File: config.mk
export PLATFORM = sky130hd
export DESIGN_NAME = flagReg
export DESIGN_NICKNAME = d
export VERILOG_FILES = /design/src/common/aluPkg.sv /design/src/logic/flagReg.sv
export SDC_FILE = /design/constraint.sdc
export NUM_CORES = 1
export LEC_CHECK = 0
export ABC_AREA = 0
export CORE_AREA = 3 3 40 42
export DETAILED_ROUTE_END_ITERATION = 16
export DIE_AREA = 0 0 43 45
export DONT_BUFFER_PORTS = 1
export MAX_ROUTING_LAYER = met4
export SYNTH_ARGS = -nofsm -noshare
export SYNTH_HDL_FRONTEND = slang
export SYNTH_SLANG_ARGS = --single-unit
File: constraint.sdc
create_clock -name clk_i -period 2.27 [get_ports clk_i]
set_input_delay 0.3405 -clock clk_i [delete_from_list [all_inputs] [get_ports clk_i]]
set_output_delay 0.3405 -clock clk_i [all_outputs]
set_load 0.02 [all_outputs]
File: src/common/aluPkg.sv
`default_nettype none

package aluPkg;

	// datapath geometry
	localparam int DataW  = 16;
	localparam int OffW   = 8; // offset or immediate field of a request
	localparam int ShamtW = 4;

	// opcode map of the execute stage
	// the low two bits of the shift opcodes double as the shifter mode
	typedef enum logic [3:0] {
		ADD    = 4'd0,
		SUB    = 4'd1,
		RED    = 4'd2,
		XOR    = 4'd3,
		SLL    = 4'd4,
		SRA    = 4'd5,
		ROR    = 4'd6,
		PADDSB = 4'd7,
		LW     = 4'd8,
		SW     = 4'd9,
		LLB    = 4'd10,
		LHB    = 4'd11
	} aluOp_e;

	// architectural condition flags, msb first as negative, overflow, zero
	typedef struct packed {
		logic neg;
		logic ovf;
		logic zero;
	} aluFlags_t;

	// one operation request as it enters the stage
	typedef struct packed {
		aluOp_e           op;
		logic [DataW-1:0] opA;    // base register for memory opcodes
		logic [DataW-1:0] opB;    // store data for SW, shift amount in the low bits
		logic [OffW-1:0]  offset; // word offset or byte immediate
	} execReq_t;

	// one result as it leaves the stage
	typedef struct packed {
		aluOp_e           op;
		logic [DataW-1:0] memAddr;
		logic [DataW-1:0] value;
		aluFlags_t        flags; // flag state after this operation has been applied
	} execRes_t;

endpackage

`default_nettype wire

File: src/logic/flagReg.sv
`timescale 1ns/1ps
`default_nettype none

module flagReg (
	input  wire logic              clk_i,
	input  wire logic              rstN_i,
	input  wire logic              commit_i,
	input  wire aluPkg::aluOp_e    op_i,
	input  wire aluPkg::aluFlags_t raw_i,
	output aluPkg::aluFlags_t      next_o
);

	aluPkg::aluFlags_t flagsQ;
	aluPkg::aluFlags_t wrMask; // set bits take the raw flag, clear bits keep the old one

	always_comb begin
		case (op_i)
			aluPkg::ADD, aluPkg::SUB:  wrMask = '{neg: 1'b1, ovf: 1'b1, zero: 1'b1};
			aluPkg::XOR, aluPkg::SLL,
			aluPkg::SRA, aluPkg::ROR:  wrMask = '{neg: 1'b0, ovf: 1'b0, zero: 1'b1};
			default:                   wrMask = '{neg: 1'b0, ovf: 1'b0, zero: 1'b0};
		endcase
	end

	assign next_o = (raw_i & wrMask) | (flagsQ & ~wrMask);

	always_ff @(posedge clk_i) begin
		if (!rstN_i) begin
			flagsQ <= '0;
		end else if (commit_i) begin
			flagsQ <= next_o;
		end
	end

endmodule

`default_nettype wire

==> impl_metrics.env, run 1 <==
export IMPL_status="finished clean"
export IMPL_totalWireLength_um=418
export IMPL_final_cells=38
export IMPL_worst_pin_slew_ps=313
export IMPL_pre_cts_slack_ps=819
export IMPL_timing_final_crit_share_pct=62.6
export IMPL_rsz0062_at_grt="no"
export IMPL_grt_pass1_vias=170
export IMPL_yosysWarnings=0
export IMPL_ioPinCount=13
export IMPL_drt_initial_drc_count=0
export IMPL_dp_cells=34
export IMPL_h_tree_depth=1
export IMPL_clockBufferDepth=2
export IMPL_grt_pass1_wl_um=621
export IMPL_path_clk_slew_ps=40
export IMPL_area_growth_pct=22.8
export IMPL_dieArea_sq_mm=0.00194
export IMPL_cp_end_kind="output port"
export IMPL_yosysTopAreaCellShare_pct=30.4
export IMPL_antenna_found_initial=0
export IMPL_yosysUniqueCellTypes=11
export IMPL_crit_fanout=3
export IMPL_grtUsageTotal_pct=5.48
export IMPL_largestRegisters="flagsQ: 3 flops"
export IMPL_crit_required_ps=1930
export IMPL_vias=158
export IMPL_power_density_mw_per_mm2=696
export IMPL_setup_violations=0
export IMPL_postSynthAreaPerCell_sq_um=10.4
export IMPL_setup_tns_ps=0
export IMPL_rows=13
export IMPL_drv_slew=0
export IMPL_layout_drive_gt1_share_pct=26.1
export IMPL_cts_root_buf="clkbuf_4"
export IMPL_largest_reg_flops=3
export IMPL_fin_crit_ps=1420
export IMPL_syn_nets=29
export IMPL_n_antenna_cell=0
export IMPL_grt_overflow_total=0
export IMPL_ys_ff_latch=3
export IMPL_top_register="flagsQ"
export IMPL_grt_max_degree=5
export IMPL_ys_seq_area_share_pct=30.4
export IMPL_synth_area_sq_um=198
export IMPL_synth_area_leader_cell="dfxtp_1"
export IMPL_io_buffers=0
export IMPL_skew_ps=0
export IMPL_fin_ws_ps=848
export IMPL_cts_hold_buf=0
export IMPL_drt_first_pass_iters=1
export IMPL_arrival_ps=1080
export IMPL_synthCells=19
export IMPL_crit_path_start_kind="input port"
export IMPL_cap_violations=0
export IMPL_drc=0
export IMPL_fp_dieW_um=43
export IMPL_die_h_um=45
export IMPL_final_util_pct=18.9
export IMPL_initial_core_util_pct=15.4
export IMPL_peakVddDrop_v=0.000265
export IMPL_cts_setup_buffers=0
export IMPL_finalHoldViolCount=0
export IMPL_routedWlPerCell_um=11.0
export IMPL_p_leak_uw=0.0000839
export IMPL_hp_class="input port to register"
export IMPL_cts_made_buffers=3
export IMPL_core_sq_mm=0.00128
export IMPL_maxSlewHeadroom_pct=79.0
export IMPL_clk_latency_ps=230
export IMPL_vias_per_cell=4.16
export IMPL_place_gp_congestion=0.561
export IMPL_fmax_ghz=0.703
export IMPL_ant_nets=0
export IMPL_critPathKind="input port to output port"
export IMPL_tritoncts_num_sinks=3
export IMPL_synth_area_leaders="dfxtp_1, mux2i_1, nor4b_4"
export IMPL_nNetsFinal=34
export IMPL_cts_resized=0
export IMPL_cts_tree="built"
final timing paths:
| kind | start | end | slack, ps | cells past startpoint |
|---|---|---|---|---|
| worst min register to register | flagsQ[0]$_SDFFE_PN0P_ | flagsQ[0]$_SDFFE_PN0P_ | 460 | 2 |
| worst max-delay path | op_i[2] | next_o[0] | 850 | 3 |
| worst min-delay path | rstN_i | flagsQ[1]$_SDFFE_PN0P_ | 240 | 1 |
| worst max register to register | flagsQ[1]$_SDFFE_PN0P_ | flagsQ[1]$_SDFFE_PN0P_ | 1650 | 2 |
cells by family after synthesis:
group / synth area share, %
AOI/OAI and AO/OA: 5.06
and+or+nand+nor: 27.8
xor gates and xnor gates: 4.43
DFF: 30.4
muxes: 32.3
cells in the mapped netlist:
master	count
a21oi_1	2
dfxtp_1	3
mux2_1	1
mux2_2	2
mux2i_1	3
nand2_1	2
nand2b_1	1
nor2b_1	2
nor3_1	1
nor4b_4	1
xnor2_1	1
metal layers:
metal  wire length (um)  global-route usage (%)  up-vias
li1                   -                       -       76
met1                158                    5.77       69
met2                169                    5.69       13
met3                 90                    7.17        0
met4                  0                    1.81        0
met5                  0                       -        -
power by group:
part	switching [uW]	internal [uW]	total [uW]
logic	9.39	9.44	18.8
registers	0.687	54.7	55.4
clock network	28.8	65.9	94.8
metrics by stage:
step / cell area (sq um) / hold WS, ps / power [uW]
4_1_cts: 243 / 226 / 176
5_1_grt: 243 / 218 / 185
3_5_place_dp: 216 / 458 / 75.6
3_3_place_gp: 216 / 448 / 75.4
2_1_floorplan: 198 / 431 / 73.3
6_report: 243 / 237 / 169
cell type report:
cell class                 instances  area [sq um]
multi-input combinational         16           138
fill                             144          1040
tap                               15          18.8
clock buffer                       4          26.3
sequential                         3          60.1
critical path, cell delays in order:
cell and delay, ps:
xnor2_1 120, a21oi_1 190, mux2_1 430
cell usage in the layout, fill, tap and decap left out:
cell | Yosys | final
dfxtp_1 | 3 | 3
nand2b_1 | 1 | 1
nor2b_1 | 2 | 2
clkbuf_1 | 0 | 1
mux2i_1 | 3 | 3
clkbuf_4 | 0 | 3
a21oi_1 | 2 | 2
mux2_1 | 1 | 1
xnor2_1 | 1 | 1
nor4b_4 | 1 | 1
nor3_1 | 1 | 1
mux2_2 | 2 | 2
nand2_1 | 2 | 2
(Power assumes the default switching activity.)
==> run 2: changes to the inputs <==
ABC_AREA = 1   (was 0)
clock period = 1.35 ns   (was 2.27 ns; I/O delays follow)
==> run 2 against run 1 <==
Sequential power increased by 77%; power increased by 80%; critical path depth down 1; clock skew is the same; count of clock-buffer cells in the layout unchanged; worst setup slack lost 490 ps; clock power up 69%; sequential cell count did not move; die area did not move; utilization is 0.19 points higher.
==> impl_metrics.env, run 2 <==
export IMPL_antenna_found_initial=0
export IMPL_initial_core_util_pct=15.6
export IMPL_gr_usage_met1_pct=4.32
export IMPL_crit_required_ps=1150
export IMPL_clockBufferDepth=2
export IMPL_fin_crit_ps=995
export IMPL_cap_violations=0
export IMPL_ant_nets=0
export IMPL_cts_setup_buffers=0
export IMPL_finalHoldViolCount=0
export IMPL_min_from="commit_i"
export IMPL_cpPeakStageDelay_ps=320
export IMPL_fmax_ghz=1.01
export IMPL_cts_tree="built"
export IMPL_min_to="flagsQ[0]$_SDFFE_PN0P_"
export IMPL_crit_path_start_kind="register"
export IMPL_synthCells=36
export IMPL_cp_cell_sequence="nand2_1 -> nand2_1"
export IMPL_worst_pin_slew_ps=206
export IMPL_clk_latency_ps=230
export IMPL_grtUsageMet3_pct=3.19
export IMPL_h_tree_depth=1
export IMPL_peakVddDrop_v=0.000265
export IMPL_async_reset_ff_share_pct=0
export IMPL_synth_area_leaders="dfxtp_1, nand2_1, inv_1"
export IMPL_vias=219
export IMPL_n_antenna_cell=0
export IMPL_grt_max_degree=6
export IMPL_critPathKind="register to output port"
export IMPL_cts_made_buffers=3
export IMPL_grt_overflow_total=0
export IMPL_yosysTopAreaCellShare_pct=30.0
export IMPL_area_growth_pct=22.5
export IMPL_dieArea_sq_mm=0.00194
export IMPL_ioPinCount=13
export IMPL_maxSlewHeadroom_pct=86.2
export IMPL_synth_most_common_cell="nand2_1"
export IMPL_routedWlPerCell_um=8.49
export IMPL_arrival_ps=790
export IMPL_rows=13
export IMPL_hp_class="input port to register"
export IMPL_drc=0
export IMPL_totalWireLength_um=467
export IMPL_r2r_start="flagsQ[1]$_SDFFE_PN0P_"
export IMPL_nNetsFinal=51
export IMPL_rsz0062_at_grt="no"
export IMPL_top_register="flagsQ"
export IMPL_io_buffers=0
export IMPL_grt_pass1_wl_um=710
export IMPL_fp_dieW_um=43
export IMPL_drv_slew=0
export IMPL_cp_end_kind="output port"
export IMPL_ys_ff_latch=3
export IMPL_timing_final_crit_share_pct=73.7
export IMPL_setup_tns_ps=0
export IMPL_status="finished clean"
export IMPL_drt_first_pass_iters=4
export IMPL_r2r_cells=4
export IMPL_grtUsageTotal_pct=6.08
export IMPL_core_sq_mm=0.00128
export IMPL_final_cells=55
export IMPL_cts_hold_buf=0
export IMPL_r2r_end="flagsQ[1]$_SDFFE_PN0P_"
export IMPL_place_gp_congestion=0.586
export IMPL_rrSetupSlack_ps=590
export IMPL_vias_per_cell=3.98
export IMPL_die_h_um=45
export IMPL_yosysUniqueCellTypes=9
export IMPL_synth_area_leader_cell="dfxtp_1"
export IMPL_path_clk_slew_ps=40
export IMPL_top_usage_layer="met4"
export IMPL_grt_use_met2_pct=8.98
export IMPL_cpMostUsedCell="nand2_1"
export IMPL_dp_cells=51
export IMPL_p_leak_uw=0.000145
export IMPL_setup_violations=0
export IMPL_slowest_stage="dfxtp_1"
export IMPL_ys_seq_area_share_pct=30.0
export IMPL_layout_commonest_cell="nand2_1"
export IMPL_postSynthAreaPerCell_sq_um=5.56
export IMPL_drt_initial_drc_count=7
export IMPL_synth_edf_count=0
export IMPL_synth_main_ff_cell="dfxtp_1"
export IMPL_layout_drive_gt1_share_pct=17.5
export IMPL_grt_pass1_vias=185
export IMPL_cts_root_buf="clkbuf_4"
export IMPL_hold_depth=3
export IMPL_syn_nets=46
export IMPL_cts_resized=0
export IMPL_synth_area_sq_um=200
export IMPL_largestRegisters="flagsQ: 3 flops"
export IMPL_power_uw=305
export IMPL_largest_reg_flops=3
export IMPL_crit_fanout=2
export IMPL_tritoncts_num_sinks=3
export IMPL_yosysWarnings=0
export IMPL_skew_ps=0
export IMPL_power_density_mw_per_mm2=1240
export IMPL_yosys_top_cells_count="nand2_1, inv_1, nor2_1, nand3_1, dfxtp_1"
export IMPL_layout_common_cells="nand2_1, inv_1, nor2_1, nand3_1"
==> run 2: cell count changes after synthesis, moves of 3 or more <==
| cell | delta |
|---|---|
| nand3_1 | +5 |
| nor2_1 | +6 |
| mux2i_1 | -3 |
| inv_1 | +7 |
| nand2_1 | +7 |
==> run 2: how the worst max path moves through the flow <==
| stage | start | end | slack [ps] |
|---|---|---|---|
| finish | flagsQ[0]$_SDFFE_PN0P_ | next_o[0] | 360 |
| global route | flagsQ[0]$_SDFFE_PN0P_ | next_o[0] | 320 |
| CTS | flagsQ[0]$_SDFFE_PN0P_ | next_o[0] | 340 |
| detailed placement | op_i[2] | next_o[0] | 460 |
| global placement | op_i[1] | flagsQ[2]$_SDFFE_PN0P_ | 460 |
| floorplan | op_i[2] | next_o[0] | 520 |
==> run 2: metal layers <==
layer / up-vias / wire, um / share of wire, %
met2: 12 / 201 / 43
li1: 116 / - / -
met3: 5 / 92 / 20
met1: 86 / 137 / 29
met4: 0 / 35 / 7.5
met5: - / 0 / 0
==> run 2: worst max-delay path, delay by kind of cell (launching register included) <==
kind	cells	cell delay, ps
simple gates	2	240
flops	1	320
==> run 2: layout make-up <==
class                      instances  area, sq um
inverter                           8         30.0
fill                             164         1040
multi-input combinational         25          110
clock buffer                       4         26.3
tap                               15         18.8
sequential                         3         60.1
==> run 2: stage by stage <==
stage                     instance area [sq um]  worst slack [ps]  hold slack, ps  utilization, %
after floorplan                             200               516             365               -
after global placement                      219               457             376            17.0
after detailed placement                    219               455             377            17.0
after CTS                                   245               344             131            19.1
after global routing                        245               319             166            19.1
final                                       245               355             135            19.1
==> run 2: power breakdown <==
part | switching (uW) | internal, uW
logic | 31.6 | 14.6
registers | 2.82 | 95.4
clock network | 49.5 | 111
==> run 2: logic make-up (layout without fill, tap and decap cells) <==
kind of cell / after synthesis / in the layout / share of synthesized area [%]
AND/OR/NAND/NOR: 23 / 23 / 50.0
AO/OA/AOI/OAI: 2 / 2 / 5.00
flip-flops: 3 / 3 / 30.0
buffers and inverters: 8 / 12 / 15.0
